`config.mk`:
```
export PLATFORM = sky130hd
export DESIGN_NAME = decode_stage
export DESIGN_NICKNAME = d
export VERILOG_FILES = /design/src/hdl/rv_decode_pkg.sv /design/src/hdl/base_decoder.sv /design/src/hdl/bitmanip_decoder.sv /design/src/hdl/decode_select.sv /design/src/hdl/decode_stage.sv /design/src/hdl/mul_div_decoder.sv
export SDC_FILE = /design/constraint.sdc
export NUM_CORES = 1
export LEC_CHECK = 0
export BUFFER_PORTS_ARGS = -buffer_cell sky130_fd_sc_hd__buf_4
export CELL_PAD_IN_SITES_DETAIL_PLACEMENT = 0
export CELL_PAD_IN_SITES_GLOBAL_PLACEMENT = 1
export CORE_MARGIN = 3
export CORE_UTILIZATION = 38
export CTS_CLUSTER_DIAMETER = 200
export DETAILED_ROUTE_END_ITERATION = 10
export GPL_TIMING_DRIVEN = 0
export PLACE_DENSITY_LB_ADDON = 0.25
export SYNTH_ARGS = -nofsm -noshare
export SYNTH_HDL_FRONTEND = slang
export SYNTH_HIERARCHICAL = 1
export SYNTH_SLANG_ARGS = --single-unit
export TNS_END_PERCENT = 100
```
`constraint.sdc`:
```
create_clock -name clk -period 3.8 [get_ports clk]
set_input_delay 0.38 -clock clk [delete_from_list [all_inputs] [get_ports clk]]
set_output_delay 0.38 -clock clk [all_outputs]
set_load 0.05 [all_outputs]
```
`src/hdl/rv_decode_pkg.sv`:
```
////////////////////////////////////////
// Shared types for the decode stage, from opcodes to the
// control word that the execute stage receives
////////////////////////////////////////

`default_nettype none

package rv_decode_pkg;

  // Major opcodes of the 32-bit encoding, low two bits always 11
  typedef enum logic [6:0] {
    OPCODE_LOAD     = 7'h03,
    OPCODE_MISC_MEM = 7'h0f,
    OPCODE_OP_IMM   = 7'h13,
    OPCODE_AUIPC    = 7'h17,
    OPCODE_STORE    = 7'h23,
    OPCODE_AMO      = 7'h2f,
    OPCODE_OP       = 7'h33,
    OPCODE_LUI      = 7'h37,
    OPCODE_BRANCH   = 7'h63,
    OPCODE_JALR     = 7'h67,
    OPCODE_JAL      = 7'h6f,
    OPCODE_SYSTEM   = 7'h73
  } opcode_e;

  // Operand sources, NONE means the unit ignores that operand
  typedef enum logic [1:0] {OP_A_NONE, OP_A_REG, OP_A_PC, OP_A_ZERO} op_a_sel_e;
  typedef enum logic [1:0] {OP_B_NONE, OP_B_REG, OP_B_IMM} op_b_sel_e;

  // C carries store data or the second branch compare value, or the link address
  typedef enum logic [1:0] {OP_C_NONE, OP_C_REG, OP_C_PC4} op_c_sel_e;

  // ALU operations, add must stay at zero so the idle word selects it
  typedef enum logic [4:0] {
    ALU_ADD, ALU_SUB, ALU_XOR, ALU_OR, ALU_AND, ALU_SLL, ALU_SRL, ALU_SRA,
    ALU_SLT, ALU_SLTU, ALU_EQ, ALU_NE, ALU_LT, ALU_GE, ALU_LTU, ALU_GEU,
    ALU_ANDN, ALU_ORN, ALU_XNOR, ALU_MIN, ALU_MAX, ALU_MINU, ALU_MAXU
  } alu_op_e;

  // Ordered as funct3 of the multiply/divide encodings
  typedef enum logic [2:0] {
    MD_MUL, MD_MULH, MD_MULHSU, MD_MULHU, MD_DIV, MD_DIVU, MD_REM, MD_REMU
  } md_op_e;

  // One decoded instruction as handed to execute
  typedef struct packed {
    logic        alu_en;
    logic        mul_en;
    logic        div_en;
    logic        csr_en;
    logic        sys_en;
    logic        lsu_en;
    logic        lsu_we;
    logic [1:0]  lsu_size;
    logic        lsu_signed;
    logic        illegal_insn;
    op_a_sel_e   op_a_sel;
    op_b_sel_e   op_b_sel;
    op_c_sel_e   op_c_sel;
    alu_op_e     alu_op;
    md_op_e      md_op;
    logic        rd_we;
    logic [4:0]  rd;
    logic [4:0]  rs1;
    logic [4:0]  rs2;
    logic [31:0] imm;
  } decoder_ctrl_t;

  // Idle word of every sub-decoder and the result for any unknown encoding
  localparam decoder_ctrl_t DECODER_CTRL_ILLEGAL_INSN = '{
    alu_en:       1'b0,
    mul_en:       1'b0,
    div_en:       1'b0,
    csr_en:       1'b0,
    sys_en:       1'b0,
    lsu_en:       1'b0,
    lsu_we:       1'b0,
    lsu_size:     2'b00,
    lsu_signed:   1'b0,
    illegal_insn: 1'b1,
    op_a_sel:     OP_A_NONE,
    op_b_sel:     OP_B_NONE,
    op_c_sel:     OP_C_NONE,
    alu_op:       ALU_ADD,
    md_op:        MD_MUL,
    rd_we:        1'b0,
    rd:           5'd0,
    rs1:          5'd0,
    rs2:          5'd0,
    imm:          32'd0
  };

endpackage

`default_nettype wire

```
`src/hdl/base_decoder.sv`:
```
////////////////////////////////////////
// RV32I decoder with CSR and system ops, combinational
////////////////////////////////////////

`timescale 1ns/100ps
`default_nettype none

module base_decoder (
  input  wire [31:0]                   instr_rdata,
  output rv_decode_pkg::decoder_ctrl_t ctrl
);

  rv_decode_pkg::opcode_e       opcode;
  rv_decode_pkg::decoder_ctrl_t dec;
  logic [2:0]                   funct3;
  logic [6:0]                   funct7;
  logic [31:0]                  imm_i, imm_s, imm_b, imm_u, imm_j;
  logic                         legal;

  assign opcode = rv_decode_pkg::opcode_e'(instr_rdata[6:0]);
  assign funct3 = instr_rdata[14:12];
  assign funct7 = instr_rdata[31:25];

  // Sign-extended immediates of the five formats
  assign imm_i = {{20{instr_rdata[31]}}, instr_rdata[31:20]};
  assign imm_s = {{20{instr_rdata[31]}}, instr_rdata[31:25], instr_rdata[11:7]};
  assign imm_b = {{20{instr_rdata[31]}}, instr_rdata[7], instr_rdata[30:25],
                  instr_rdata[11:8], 1'b0};
  assign imm_u = {instr_rdata[31:12], 12'b0};
  assign imm_j = {{12{instr_rdata[31]}}, instr_rdata[19:12], instr_rdata[20],
                  instr_rdata[30:21], 1'b0};

  always_comb begin
    dec              = rv_decode_pkg::DECODER_CTRL_ILLEGAL_INSN;
    dec.illegal_insn = 1'b0;
    // Register addresses pass through on every accepted word
    dec.rd           = instr_rdata[11:7];
    dec.rs1          = instr_rdata[19:15];
    dec.rs2          = instr_rdata[24:20];
    legal            = 1'b1;
    case (opcode)
      rv_decode_pkg::OPCODE_LUI, rv_decode_pkg::OPCODE_AUIPC: begin
        dec.alu_en   = 1'b1;
        dec.op_a_sel = (opcode == rv_decode_pkg::OPCODE_LUI) ? rv_decode_pkg::OP_A_ZERO
                                                            : rv_decode_pkg::OP_A_PC;
        dec.op_b_sel = rv_decode_pkg::OP_B_IMM;
        dec.rd_we    = 1'b1;
        dec.imm      = imm_u;
      end
      rv_decode_pkg::OPCODE_JAL, rv_decode_pkg::OPCODE_JALR: begin
        // ALU forms the target while C carries pc+4 to rd
        dec.alu_en   = 1'b1;
        dec.op_b_sel = rv_decode_pkg::OP_B_IMM;
        dec.op_c_sel = rv_decode_pkg::OP_C_PC4;
        dec.rd_we    = 1'b1;
        if (opcode == rv_decode_pkg::OPCODE_JAL) begin
          dec.op_a_sel = rv_decode_pkg::OP_A_PC;
          dec.imm      = imm_j;
        end else begin
          dec.op_a_sel = rv_decode_pkg::OP_A_REG;
          dec.imm      = imm_i;
          legal        = funct3 == 3'b000;
        end
      end
      rv_decode_pkg::OPCODE_BRANCH: begin
        // Compare rs1 against rs2 on C, offset rides on B
        dec.alu_en   = 1'b1;
        dec.op_a_sel = rv_decode_pkg::OP_A_REG;
        dec.op_b_sel = rv_decode_pkg::OP_B_IMM;
        dec.op_c_sel = rv_decode_pkg::OP_C_REG;
        dec.imm      = imm_b;
        case (funct3)
          3'b000:  dec.alu_op = rv_decode_pkg::ALU_EQ;
          3'b001:  dec.alu_op = rv_decode_pkg::ALU_NE;
          3'b100:  dec.alu_op = rv_decode_pkg::ALU_LT;
          3'b101:  dec.alu_op = rv_decode_pkg::ALU_GE;
          3'b110:  dec.alu_op = rv_decode_pkg::ALU_LTU;
          3'b111:  dec.alu_op = rv_decode_pkg::ALU_GEU;
          default: legal = 1'b0;
        endcase
      end
      rv_decode_pkg::OPCODE_LOAD, rv_decode_pkg::OPCODE_STORE: begin
        // Address is rs1 plus offset, size straight from funct3
        dec.lsu_en   = 1'b1;
        dec.op_a_sel = rv_decode_pkg::OP_A_REG;
        dec.op_b_sel = rv_decode_pkg::OP_B_IMM;
        dec.lsu_size = funct3[1:0];
        if (opcode == rv_decode_pkg::OPCODE_LOAD) begin
          dec.lsu_signed = !funct3[2];
          dec.rd_we      = 1'b1;
          dec.imm        = imm_i;
          legal          = funct3 inside {3'b000, 3'b001, 3'b010, 3'b100, 3'b101};
        end else begin
          dec.lsu_we   = 1'b1;
          dec.op_c_sel = rv_decode_pkg::OP_C_REG;
          dec.imm      = imm_s;
          legal        = funct3 inside {3'b000, 3'b001, 3'b010};
        end
      end
      rv_decode_pkg::OPCODE_OP_IMM, rv_decode_pkg::OPCODE_OP: begin
        dec.alu_en   = 1'b1;
        dec.op_a_sel = rv_decode_pkg::OP_A_REG;
        dec.rd_we    = 1'b1;
        if (opcode == rv_decode_pkg::OPCODE_OP) begin
          dec.op_b_sel = rv_decode_pkg::OP_B_REG;
          // Funct7 0100000 only for sub and sra, other funct7 belong to extensions
          legal = funct7 == 7'h00 || (funct7 == 7'h20 && funct3 inside {3'b000, 3'b101});
        end else begin
          dec.op_b_sel = rv_decode_pkg::OP_B_IMM;
          dec.imm      = imm_i;
          // Shift immediates keep their upper bits clear apart from srai
          legal = funct3[1:0] != 2'b01 || funct7 == 7'h00 ||
                  (funct3 == 3'b101 && funct7 == 7'h20);
        end
        case (funct3)
          3'b000:  dec.alu_op = (opcode == rv_decode_pkg::OPCODE_OP && funct7[5]) ?
                                rv_decode_pkg::ALU_SUB : rv_decode_pkg::ALU_ADD;
          3'b001:  dec.alu_op = rv_decode_pkg::ALU_SLL;
          3'b010:  dec.alu_op = rv_decode_pkg::ALU_SLT;
          3'b011:  dec.alu_op = rv_decode_pkg::ALU_SLTU;
          3'b100:  dec.alu_op = rv_decode_pkg::ALU_XOR;
          3'b101:  dec.alu_op = funct7[5] ? rv_decode_pkg::ALU_SRA : rv_decode_pkg::ALU_SRL;
          3'b110:  dec.alu_op = rv_decode_pkg::ALU_OR;
          default: dec.alu_op = rv_decode_pkg::ALU_AND;
        endcase
      end
      rv_decode_pkg::OPCODE_MISC_MEM: begin
        // Fence and fence.i drain through the system unit
        dec.sys_en = 1'b1;
        legal      = funct3[2:1] == 2'b00;
      end
      rv_decode_pkg::OPCODE_SYSTEM: begin
        if (funct3 == 3'b000) begin
          // Ecall, ebreak, mret and wfi with rd and rs1 zero
          dec.sys_en = 1'b1;
          legal      = instr_rdata[19:7] == 13'd0 &&
                       instr_rdata[31:20] inside {12'h000, 12'h001, 12'h302, 12'h105};
        end else begin
          // CSR address on B, immediate forms take uimm from the rs1 field
          dec.csr_en   = 1'b1;
          dec.op_a_sel = funct3[2] ? rv_decode_pkg::OP_A_NONE : rv_decode_pkg::OP_A_REG;
          dec.op_b_sel = rv_decode_pkg::OP_B_IMM;
          dec.rd_we    = 1'b1;
          dec.imm      = imm_i;
          legal        = funct3 != 3'b100;
        end
      end
      default: legal = 1'b0;
    endcase
    ctrl = legal ? dec : rv_decode_pkg::DECODER_CTRL_ILLEGAL_INSN;
  end

  ////////////////////////////////////////
  // Checks on each settled word

  // An illegal result carries no stray fields into the selector
  a_base_idle: assert property (@(instr_rdata)
    ctrl.illegal_insn |-> ctrl == rv_decode_pkg::DECODER_CTRL_ILLEGAL_INSN);

  // Only uncompressed words ever reach a functional unit
  a_base_uncompressed: assert property (@(instr_rdata)
    (ctrl.alu_en || ctrl.csr_en || ctrl.sys_en || ctrl.lsu_en) |-> instr_rdata[1:0] == 2'b11);

endmodule

`default_nettype wire

```
`src/hdl/bitmanip_decoder.sv`:
```
////////////////////////////////////////
// Decoder for the supported bit-manipulation ops, combinational
////////////////////////////////////////

`timescale 1ns/100ps
`default_nettype none

module bitmanip_decoder (
  input  wire [31:0]                   instr_rdata,
  output rv_decode_pkg::decoder_ctrl_t ctrl
);

  rv_decode_pkg::alu_op_e alu_op;
  logic                   match;

  always_comb begin
    match  = instr_rdata[6:0] == rv_decode_pkg::OPCODE_OP;
    alu_op = rv_decode_pkg::ALU_ADD;
    // Keyed on funct7 and funct3 together
    case ({instr_rdata[31:25], instr_rdata[14:12]})
      {7'h20, 3'b111}: alu_op = rv_decode_pkg::ALU_ANDN;
      {7'h20, 3'b110}: alu_op = rv_decode_pkg::ALU_ORN;
      {7'h20, 3'b100}: alu_op = rv_decode_pkg::ALU_XNOR;
      {7'h05, 3'b100}: alu_op = rv_decode_pkg::ALU_MIN;
      {7'h05, 3'b101}: alu_op = rv_decode_pkg::ALU_MINU;
      {7'h05, 3'b110}: alu_op = rv_decode_pkg::ALU_MAX;
      {7'h05, 3'b111}: alu_op = rv_decode_pkg::ALU_MAXU;
      default:         match  = 1'b0;
    endcase

    ctrl = rv_decode_pkg::DECODER_CTRL_ILLEGAL_INSN;
    if (match) begin
      ctrl.illegal_insn = 1'b0;
      ctrl.alu_en       = 1'b1;
      ctrl.alu_op       = alu_op;
      ctrl.op_a_sel     = rv_decode_pkg::OP_A_REG;
      ctrl.op_b_sel     = rv_decode_pkg::OP_B_REG;
      ctrl.rd_we        = 1'b1;
      ctrl.rd           = instr_rdata[11:7];
      ctrl.rs1          = instr_rdata[19:15];
      ctrl.rs2          = instr_rdata[24:20];
    end
  end

  // Idle output must be the exact illegal word so the selector can skip it
  a_bm_idle: assert property (@(instr_rdata)
    ctrl.illegal_insn |-> ctrl == rv_decode_pkg::DECODER_CTRL_ILLEGAL_INSN);

endmodule

`default_nettype wire

```
`src/hdl/decode_select.sv`:
```
////////////////////////////////////////
// Chooses the sub-decoder result that matched, extensions gated
// by parameter, and checks the chosen control word
////////////////////////////////////////

`timescale 1ns/100ps
`default_nettype none

module decode_select #(
  parameter bit M_EXT = 1'b1,
  parameter bit B_EXT = 1'b1
) (
  input  wire rv_decode_pkg::decoder_ctrl_t base_ctrl,
  input  wire rv_decode_pkg::decoder_ctrl_t md_ctrl,
  input  wire rv_decode_pkg::decoder_ctrl_t bm_ctrl,
  input  wire                               opcode_valid,
  output rv_decode_pkg::decoder_ctrl_t      ctrl_mux
);

  logic op_ab_used;
  logic op_c_used;

  // Priority base, then mul/div, then bitmanip
  always_comb begin
    ctrl_mux = rv_decode_pkg::DECODER_CTRL_ILLEGAL_INSN;
    if (opcode_valid) begin
      if (!base_ctrl.illegal_insn) begin
        ctrl_mux = base_ctrl;
      end else if (M_EXT && !md_ctrl.illegal_insn) begin
        ctrl_mux = md_ctrl;
      end else if (B_EXT && !bm_ctrl.illegal_insn) begin
        ctrl_mux = bm_ctrl;
      end
    end
  end

  ////////////////////////////////////////
  // Operand usage and unit enables

  assign op_ab_used = ctrl_mux.op_a_sel != rv_decode_pkg::OP_A_NONE ||
                      ctrl_mux.op_b_sel != rv_decode_pkg::OP_B_NONE;
  assign op_c_used  = ctrl_mux.op_c_sel != rv_decode_pkg::OP_C_NONE;

  // A or B only feed the ALU, divider, CSR unit or LSU
  a_op_ab_usage: assert property (@(ctrl_mux)
    op_ab_used |-> (ctrl_mux.alu_en || ctrl_mux.div_en || ctrl_mux.csr_en || ctrl_mux.lsu_en) &&
                   !(ctrl_mux.mul_en || ctrl_mux.sys_en));

  // C is a link address or compare value for the ALU, or store data
  a_op_c_usage: assert property (@(ctrl_mux)
    op_c_used |-> ctrl_mux.alu_en || (ctrl_mux.lsu_en && ctrl_mux.lsu_we));

  // Exactly one unit runs the word, or it is illegal
  a_unit_onehot: assert property (@(ctrl_mux)
    opcode_valid |-> $onehot({ctrl_mux.alu_en, ctrl_mux.mul_en, ctrl_mux.div_en,
                              ctrl_mux.csr_en, ctrl_mux.sys_en, ctrl_mux.lsu_en,
                              ctrl_mux.illegal_insn}));

endmodule

`default_nettype wire

```
`src/hdl/decode_stage.sv`:
```
////////////////////////////////////////
// Decode stage top, one instruction per strobe and the control
// word registered one cycle later
////////////////////////////////////////

`timescale 1ns/100ps
`default_nettype none

module decode_stage #(
  parameter bit M_EXT = 1'b1,
  parameter bit B_EXT = 1'b1
) (
  input  wire                          clk,
  input  wire                          reset,
  input  wire                          instr_valid,
  input  wire [31:0]                   instr_rdata,
  output logic                         ctrl_valid,
  output rv_decode_pkg::decoder_ctrl_t ctrl
);

  rv_decode_pkg::decoder_ctrl_t base_ctrl;
  rv_decode_pkg::decoder_ctrl_t md_ctrl;
  rv_decode_pkg::decoder_ctrl_t bm_ctrl;
  rv_decode_pkg::decoder_ctrl_t ctrl_mux;
  logic                         opcode_valid;

  // Compressed encodings never get past the selector
  assign opcode_valid = instr_rdata[1:0] == 2'b11;

  base_decoder     base_dec (.instr_rdata(instr_rdata), .ctrl(base_ctrl));
  mul_div_decoder  md_dec   (.instr_rdata(instr_rdata), .ctrl(md_ctrl));
  bitmanip_decoder bm_dec   (.instr_rdata(instr_rdata), .ctrl(bm_ctrl));

  decode_select #(
    .M_EXT(M_EXT),
    .B_EXT(B_EXT)
  ) sel (
    .base_ctrl   (base_ctrl),
    .md_ctrl     (md_ctrl),
    .bm_ctrl     (bm_ctrl),
    .opcode_valid(opcode_valid),
    .ctrl_mux    (ctrl_mux)
  );

  // Word only loads on a strobe so it holds steady between instructions
  always_ff @(posedge clk) begin
    if (reset) begin
      ctrl_valid <= 1'b0;
      // All-zero word, the illegal constant with its flag cleared
      ctrl       <= '0;
    end else begin
      ctrl_valid <= instr_valid;
      if (instr_valid) begin
        ctrl <= ctrl_mux;
      end
    end
  end

  // Atomics are not built, so an AMO strobe must come out illegal next cycle
  a_amo_illegal: assert property (@(posedge clk) disable iff (reset)
    instr_valid && instr_rdata[6:0] == rv_decode_pkg::OPCODE_AMO |=> ctrl.illegal_insn);

endmodule

`default_nettype wire

```
`src/hdl/mul_div_decoder.sv`:
```
////////////////////////////////////////
// Multiply/divide extension decoder, combinational
////////////////////////////////////////

`timescale 1ns/100ps
`default_nettype none

module mul_div_decoder (
  input  wire [31:0]                   instr_rdata,
  output rv_decode_pkg::decoder_ctrl_t ctrl
);

  logic match;

  // The whole extension sits on OP with funct7 0000001
  assign match = instr_rdata[6:0] == rv_decode_pkg::OPCODE_OP && instr_rdata[31:25] == 7'h01;

  always_comb begin
    ctrl = rv_decode_pkg::DECODER_CTRL_ILLEGAL_INSN;
    if (match) begin
      ctrl.illegal_insn = 1'b0;
      // Funct3 bit 2 splits multiply from divide
      ctrl.mul_en       = !instr_rdata[14];
      ctrl.div_en       = instr_rdata[14];
      ctrl.md_op        = rv_decode_pkg::md_op_e'(instr_rdata[14:12]);
      // Multiplier reads rs1/rs2 itself, the divider goes through A and B
      if (instr_rdata[14]) begin
        ctrl.op_a_sel = rv_decode_pkg::OP_A_REG;
        ctrl.op_b_sel = rv_decode_pkg::OP_B_REG;
      end
      ctrl.rd_we = 1'b1;
      ctrl.rd    = instr_rdata[11:7];
      ctrl.rs1   = instr_rdata[19:15];
      ctrl.rs2   = instr_rdata[24:20];
    end
  end

  // Idle output must be the exact illegal word so the selector can skip it
  a_md_idle: assert property (@(instr_rdata)
    ctrl.illegal_insn |-> ctrl == rv_decode_pkg::DECODER_CTRL_ILLEGAL_INSN);

endmodule

`default_nettype wire

```
======== Yosys cells after proc, flatten, opt, wreduce, memory -nomap -nowiden ========
Index checks and enable logic that the tools add are counted.
storage, ports and cells
  flip-flop bits (word level) ............. 74
  bits in latches ......................... 0
  memory bits (writable) .................. 0
  ROM bits ................................ 0
  input port bits ......................... 35
  output and inout bits ................... 74
  logic and storage cells ................. 130
  memories kept ........................... 0
cells by class
  $add $sub $neg .......................... 0
  multipliers ............................. 0
  divide/modulo/power cells ............... 0
  $lt $le $gt $ge ......................... 0
  equality and inequality tests ........... 33
  shift-type cells ........................ 0
  muxes and demuxes ....................... 49
  bitwise operators ....................... 0
  reduce and logical (&&, ||, !) cells .... 27
operators by type and width
  kind                    count
  $mux W73                5
  $pmux W32 S6            1
  $pmux W5 S7             2
  $mux W32                2
  $eq A10 B6 Y1 const B   4
  $eq A10 B9 Y1 const B   3
  $eq A7 B6 Y1 const B    4
  $eq A7 B7 Y1 const B    4
  $mux W5                 5
  $pmux W4 S6             1
  $mux W20                1
  $pmux W4 S5             1
  $mux W1                 19
  $mux W19                1
  $mux W16                1
  $eq A7 B5 Y1 const B    2
  $reduce_or A7 Y1        2
  $logic_not A13 Y1       1
  $eq A12 B1 Y1 const B   1
  $eq A12 B10 Y1 const B  1
  $eq A12 B9 Y1 const B   1
  $eq A3 B3 Y1 const B    4
  $logic_not A12 Y1       1
  $reduce_or A6 Y1        2
  other kinds (28)        40

======== Logic depth before layout (Yosys ltp) ========
Gate-level depths: netlist of run 1.
  depth in word-level cells ............... 9
  mapped depth ............................ 15
  mapped depth without buffers ............ 10

======== Modules after synthesis ========
Netlist of run 1, hierarchy kept.
by module, submodules not included
  module            times used  cells each  area each (um^2)  sequential area each (um^2)
  decode_stage      1           238         2636.3            1481.4
  decode_select     1           337         2055.7            0.0
  base_decoder      1           234         1342.5            0.0
  mul_div_decoder   1           108         752.0             0.0
  bitmanip_decoder  1           92          743.2             0.0

======== Least setup slack after synthesis of run 1 ========
OpenSTA, ideal clock, no wires.
  path kind ............................... input to register
  start point ............................. in instr_rdata[9]
  end point ............................... reg ctrl[10] (netlist name)
  setup time .............................. 0.128 ns
  arrival time ............................ 2.732 ns
  data required time ...................... 3.672 ns
  slack ................................... 0.940 ns
  stages .................................. 14
  buffers on the path ..................... 5
  path through ............................ or4_1 a2111o_1 nor3_2 o31ai_1 and4b_1 buf_6 buf_6 buf_6 buf_4 clkbuf_1 o21ai_0 a31oi_1 mux2i_1 nor2_1
RTL lines
  item                    RTL line            text
  start: declaration      decode_stage.sv:16  input wire [31:0] instr_rdata,
  end signal: assignment  decode_stage.sv:54  ctrl <= ctrl_mux;
  end: declaration        decode_stage.sv:18  output rv_decode_pkg::decoder_ctrl_t ctrl

==> summary.txt, run 1 <==
Via count = 7336
Clock period minus final worst setup slack = 3402 ps
Multi-input logic area = 4982 um2
YS warnings = 6
Worst-Skew Late Latency = 350 ps
Worst-path clk slew = 60 ps
Distinct cell type count after synthesis = 58
Layout cells sized above 1 = 25.16%
Worst Path Required = 4080 ps
Fillers = 1993
CTS tree = done
Chip height = 146.8 um
Family with the most delay on the worst path = buffers and inverters
Slew HR = 12.25%
Sequential power share = 37.9%
Final Cell Area = 9314 um2
Hold buffers post-CTS = 0
Number of global-route vias before repair = 6987
R2R Setup Slk = 3150 ps
Inserted Clock Buffers = 9
HP Start = reset
Worst ir drop on vdd = 191.1 uV
Hold Path Class = in2reg
Post-synthesis sequential area ratio = 19.67%
Post-CTS sizing = 0
IO Count = 109
Total of max-cap violations = 0
Hpwl dp = 18500 um
Async SR Flop Fraction = 0%
Cell Count Post-Placement = 1476
Initial antenna violation count = 0
Post-synth EDFFs = 0
# Post-CTS Setup Buffers = 0
Remaining global-route overflow = 0
Mean area per synthesized cell = 7.463 um2
WL/cell = 16.33 um
Cell mode on critical path = buf_6
Final Hold Fails = 0
Lkg Pwr = 0.003713 uW
Register area = 1481 um2
Routability cong. = 0.9376
Clock power frac = 40.8%
Unrepaired setup endpoints after global routing = no
Fin util = 48.81%
Sw Pwr = 603.6 uW
Reg-to-Reg Start = ctrl[1]
Placed Instance Area = 9030 um2
Final Skew = 0 ps
Total GRT Usage = 22.44%
Largest net degree at the start of global routing = 12
CP max-delay cell = or4_1
Die ar. = 21540 um2
Sum of negative setup slack = 0 ps
WP depth = 16
Hold Crit Depth = 2
Worst-Margin Slew = 1304 ps
Initial core utilization = 39.46%
Final worst path period share = 89.52%
Hold Path End = ctrl[60]
Crit end category = flop
Post-Route WL = 24360 um
Post-Syn Area = 7530 um2
CP Buf/Inv Count = 8
CP arrival = 3690 ps
CTS root buf = clkbuf_16
Status = finished, final reports clean
CP Class = in2reg
Most used DFF post-synth = dfxtp_1
Cell Int Power = 1464 uW
Core ar. = 19080 um2
Drt first pass iters = 5
Setup Viol. Count Final = 0
Final Max Tran Viols = 0
Crit path launch type = input pin
Reg2reg end = ctrl[1]
Yosys reg bits = 74
CTS max path bufs = 2
Via density = 4.917
Crit Path Max Fanout = 10
Power Total = 2067 uW
First-pass GRT wire length = 38850 um
Finished Layout Cells = 1492
Post-Syn Instances = 1009
Die width = 146.8 um
PortBufs = 106
1st-iter DRT viols = 452
Fmax = 294.0 MHz
Max stage delay on crit path = 420 ps
ANT cells = 0
Final nets = 1262
Area growth syn-to-layout = 23.70%
Net Sw Frac = 29.20%
Comb pwr share = 21.3%
H-Tree Depth = 3
Sink Count = 74
CP cell instances = buf_4 > buf_6 > or4_1 > a2111o_1 > nor3_2 > o31ai_1 > and4b_1 > buf_6 > buf_6 > buf_6 > buf_4 > buf_2 > buf_2 > a31oi_1 > mux2i_1 > nor2_1
Pwr Density = 222.0 nW/um2
Row count = 50
Post-route ant nets = 0
# DRC = 0
Worst reg2reg path depth = 2
metrics by stage:
stage	hold WS [ps]	setup slack (ps)
finish	426.9	398.2
global route	427.0	315.5
CTS	428.8	462.0
detailed placement	483.4	104.5
global placement	472.7	108.9
floorplan	632.7	939.9
cell families (layout without fill, tap and decap cells):
group / after synthesis / in the layout / share of synthesized area, %
compound gates: 215 / 215 / 17.07
buf+inv: 214 / 336 / 19.19
mux: 75 / 75 / 9.987
other cells: 3 / 104 / 0.1495
xor+xnor: 2 / 2 / 0.2327
flops: 74 / 74 / 19.67
simple gates: 426 / 426 / 33.70
Yosys cell counts (all sizes together) (2+ instances only):
master	number	area, um2
nor2	111	421.7
nor4	23	143.9
or3	2	12.51
xor2	2	17.52
nor2b	20	125.1
nand3	10	50.05
and3	7	43.79
dfxtp	74	1481
or2	3	18.77
nor4bb	2	20.02
o31ai	2	15.01
or4	4	33.78
nor4b	2	23.77
nor3	12	70.07
conb	3	11.26
mux2i	74	740.7
buf	165	1261
and4b	2	20.02
a21oi	32	209.0
and2	4	25.03
o21ai	87	435.4
a31oi	74	462.9
o21a	2	15.01
nor3b	20	201.5
a32oi	3	26.28
inv	3	11.26
nand3b	91	683.2
nand2b	75	469.2
and3b	2	17.52
a22oi	6	45.04
nand4bb	2	22.52
a211oi	2	15.01
nand2	32	120.1
clkbuf	46	172.7
layer usage:
layer	global-route usage, %	wire length, um
met1	29.15	11020
met3	3.701	1218
met2	38.21	11700
met4	6.773	426
met5	0	0
state kept, by name, summed over array words and instances (netlist names):
name / cells
ctrl_valid: 1
ctrl: 73
power groups by stage:
stage          clock network (uW)  logic (uW)  registers [uW]
2_1_floorplan                   0         283             819
3_3_place_gp                    0         435             801
3_5_place_dp                    0         435             801
4_1_cts                       871         436             783
5_1_grt                       906         480             784
6_report                      843         441             784
area by class of cell:
cell class,instances,area share [%]
buffer,211,15.40
clock buffer,14,2.942
clock inverter,2,0.1075
inverter,3,0.1209
multi-input combinational,822,53.49
sequential,74,15.91
tap,260,3.493
timing repair buffer,106,8.544
placed cells by master (no fill, tap or decap), types with 6 or more instances in the layout:
cell | synthesis | layout
buf_2 | 21 | 21
nor2b_1 | 20 | 20
nand2_1 | 32 | 32
nor3b_2 | 8 | 8
a31oi_1 | 74 | 74
and3_1 | 7 | 7
clkbuf_1 | 46 | 48
o21ai_0 | 80 | 80
nand3b_1 | 91 | 91
buf_6 | 16 | 16
nand3_1 | 10 | 10
conb_1 | 3 | 104
nor4_1 | 23 | 23
a22oi_1 | 6 | 6
nor2_1 | 109 | 109
buf_4 | 117 | 223
a21oi_2 | 10 | 10
a21oi_1 | 21 | 21
dfxtp_1 | 74 | 74
o21ai_1 | 7 | 7
nor3b_1 | 11 | 11
clkbuf_16 | 0 | 9
buf_1 | 6 | 6
mux2i_1 | 74 | 74
nand2b_1 | 75 | 75
nor3_1 | 10 | 10
worst max path at each step:
stage                    start        to  slack (ps)
2_1_floorplan   instr_rdata[9]  ctrl[10]         940
3_3_place_gp   instr_rdata[14]  ctrl[33]         110
3_5_place_dp   instr_rdata[14]  ctrl[32]         100
4_1_cts        instr_rdata[14]  ctrl[32]         460
5_1_grt        instr_rdata[14]   ctrl[8]         320
6_report       instr_rdata[14]  ctrl[32]         400
Note: power is estimated with default switching activity, not from simulation.
==> run 2, diff against run 1 <==
==> constraint.sdc (replaced) <==
create_clock -name clk -period 3.8 [get_ports clk]
set_input_delay 0.76 -clock clk [delete_from_list [all_inputs] [get_ports clk]]
set_output_delay 0.76 -clock clk [all_outputs]
set_load 0.05 [all_outputs]
==> summary.txt, run 2 (synthesized netlist as in run 1, its figures left out) <==
Status = finished, final reports clean
Commonest cells after routing, fill and taps aside = buf_4, nor2_1, conb_1
Hpwl dp = 18500 um (unchanged)
Hold Path Class = reg2reg
Reg-to-Reg Start = ctrl[1]
Register area = 1481 um2 (unchanged)
Layout cells sized above 1 = 25.32% (+0.16 points)
Initial antenna violation count = 0 (unchanged)
Crit Path Max Fanout = 10 (unchanged)
Sink Count = 74 (unchanged)
Total GRT Usage = 22.44% (unchanged)
Cell Int Power = 1464 uW (about the same)
Max Used Layer = met4
Comb pwr share = 21.3% (about the same)
Final Skew = 0 ps (unchanged)
Hold buffers post-CTS = 0 (unchanged)
Worst Path Required = 4090 ps (about the same)
Initial core utilization = 39.46% (unchanged)
Final worst path period share = 97.11% (+7.6 points)
WL/cell = 16.44 um (+0.70%)
H-Tree Depth = 3 (unchanged)
Final nets = 1262 (unchanged)
Core ar. = 19080 um2 (unchanged)
Via density = 4.954 (+0.76%)
Crit path launch type = input pin
Reg2reg end = ctrl[1]
Sw Pwr = 609.1 uW (+0.90%)
CTS root buf = clkbuf_16
Fmax = 271.0 MHz (-7.8%)
CTS tree = done
Chip height = 146.8 um (unchanged)
PortBufs = 106 (unchanged)
CP arrival = 3980 ps (+290 ps)
Fillers = 1995 (+0.10%)
CP max-delay cell = nor3b_1
Final Hold Fails = 0 (unchanged)
Met3 wire len = 1092 um (-10%)
WP depth = 14 (-2)
Top flop regs = ctrl: 73 flops, ctrl_valid: 1 flops
Unrepaired setup endpoints after global routing = yes
Largest net degree at the start of global routing = 12 (unchanged)
Inserted Clock Buffers = 9 (unchanged)
Multi-input logic area = 4991 um2 (+0.18%)
Worst ir drop on vdd = 204.9 uV (+7.2%)
CP cell instances = buf_4 > clkbuf_1 > nor3b_1 > o21a_1 > and4b_1 > buf_6 > buf_6 > buf_6 > buf_4 > buf_2 > buf_2 > a31oi_1 > mux2i_1 > nor2_1
Final Max Tran Viols = 0 (unchanged)
Final WS setup = 109.9 ps (-288.3 ps)
Worst-Margin Slew = 1278 ps (-26.30 ps)
IO Count = 109 (unchanged)
R2R Setup Slk = 3150 ps (about the same)
Worst Setup EP = ctrl[41]
Crit end category = flop
Post-Route WL = 24530 um (+0.70%)
Met2 routed WL = 11780 um (+0.69%)
1st-iter DRT viols = 428 (-5.3%)
Post-Place Setup Slack = -275.5 ps (-380.0 ps)
Number of global-route vias before repair = 6987 (unchanged)
First-pass GRT wire length = 38850 um (unchanged)
Clock period minus final worst setup slack = 3690 ps (+288.3 ps)
Sequential power share = 37.8% (about the same)
Lkg Pwr = 0.003723 uW (+0.28%)
ANT cells = 0 (unchanged)
Slew HR = 14.02% (+1.8 points)
Max reg flops = 73 (unchanged)
# DRC = 0 (unchanged)
Worst-path clk slew = 60 ps (about the same)
Hold Crit Depth = 2 (unchanged)
Worst reg2reg path depth = 2 (unchanged)
Row count = 50 (unchanged)
Area growth syn-to-layout = 23.83%
Pwr Density = 222.3 nW/um2 (+0.17%)
CP Buf/Inv Count = 8 (unchanged)
Reg with most FFs = ctrl
Drt first pass iters = 5 (unchanged)
Via count = 7392 (+0.76%)
Routability cong. = 0.9376 (unchanged)
Clock power frac = 40.9% (about the same)
Die ar. = 21540 um2 (unchanged)
Min Hold Slack = 495.0 ps (+68.07 ps)
Post-route ant nets = 0 (unchanged)
Remaining global-route overflow = 0 (unchanged)
Worst-Skew Late Latency = 360 ps (about the same)
Max stage delay on crit path = 840 ps (+420 ps)
Setup Viol. Count Final = 0 (unchanged)
Net Sw Frac = 29.38% (+0.18 points)
Cell mode on critical path = buf_6
Commonest non-fill, non-tap cell in the layout = buf_4
Total of max-cap violations = 0 (unchanged)
M1 WL = 11270 um (+2.3%)
Die width = 146.8 um (unchanged)
CP Class = in2reg
CP Launch Point = instr_rdata[6]
Family with the most delay on the worst path = buffers and inverters
CTS max path bufs = 2 (unchanged)
## run 2: cell counts in the layout (fill, tap and decap cells not counted)
No cell type changed its count.
## run 2: worst min path at each step
| stage | from | to | slack (ps) |
|---|---|---|---|
| finish | ctrl[10] | ctrl[10] | 500 |
| CTS | ctrl[53] | ctrl[53] | 500 |
| floorplan | ctrl[45] | ctrl[45] | 740 |
| global route | ctrl[67] | ctrl[67] | 520 |
| global placement | ctrl[55] | ctrl[55] | 470 |
| detailed placement | ctrl[53] | ctrl[53] | 480 |
## run 2: layout make-up
cell class                 instances  area share, %
inverter                           3         0.1208
buffer                           211          15.39
sequential                        74          15.89
clock inverter                     2         0.1074
tap                              260          3.489
clock buffer                      14          2.939
timing repair buffer             106          8.535
multi-input combinational        822          53.53
## run 2: layer usage
layer  global-route usage, %  up-vias
li1                        -     3781
met1                   29.15     3410
met2                   38.21      176
met3                   3.701       25
met4                   6.773        0
met5                       0        -
## run 2: tightest hold or removal path: cells and delay by family (launching register included)
kind             cells  cell delay, ps
muxes                1              70
DFF                  1             320
and+or+nand+nor      1              70
## run 2: power groups by stage
stage | combinational (uW) | sequential, uW | clock [uW]
2_1_floorplan | 283 | 819 | 0
6_report | 442 | 784 | 848
4_1_cts | 436 | 783 | 871
3_5_place_dp | 435 | 801 | 0
3_3_place_gp | 435 | 801 | 0
5_1_grt | 480 | 784 | 906
## run 2: what timing repair did
item	CTS	global route
setup endpoints to repair	0	16
resized for setup	0	4
buffers inserted	0	0
## run 2: through the flow
step                instance area, um2  setup TNS [ps]  util [%]  total power [uW]  std cells
floorplan                         7909               0         -              1101       1110
global placement                  9030          -13120     47.32              1236       1476
detailed placement                9030          -12680     47.32              1236       1476
CTS                               9314               0     48.81              2091       1492
global route                      9324          -14.55     48.87              2170       1492
finish                            9324               0     48.87              2073       1492
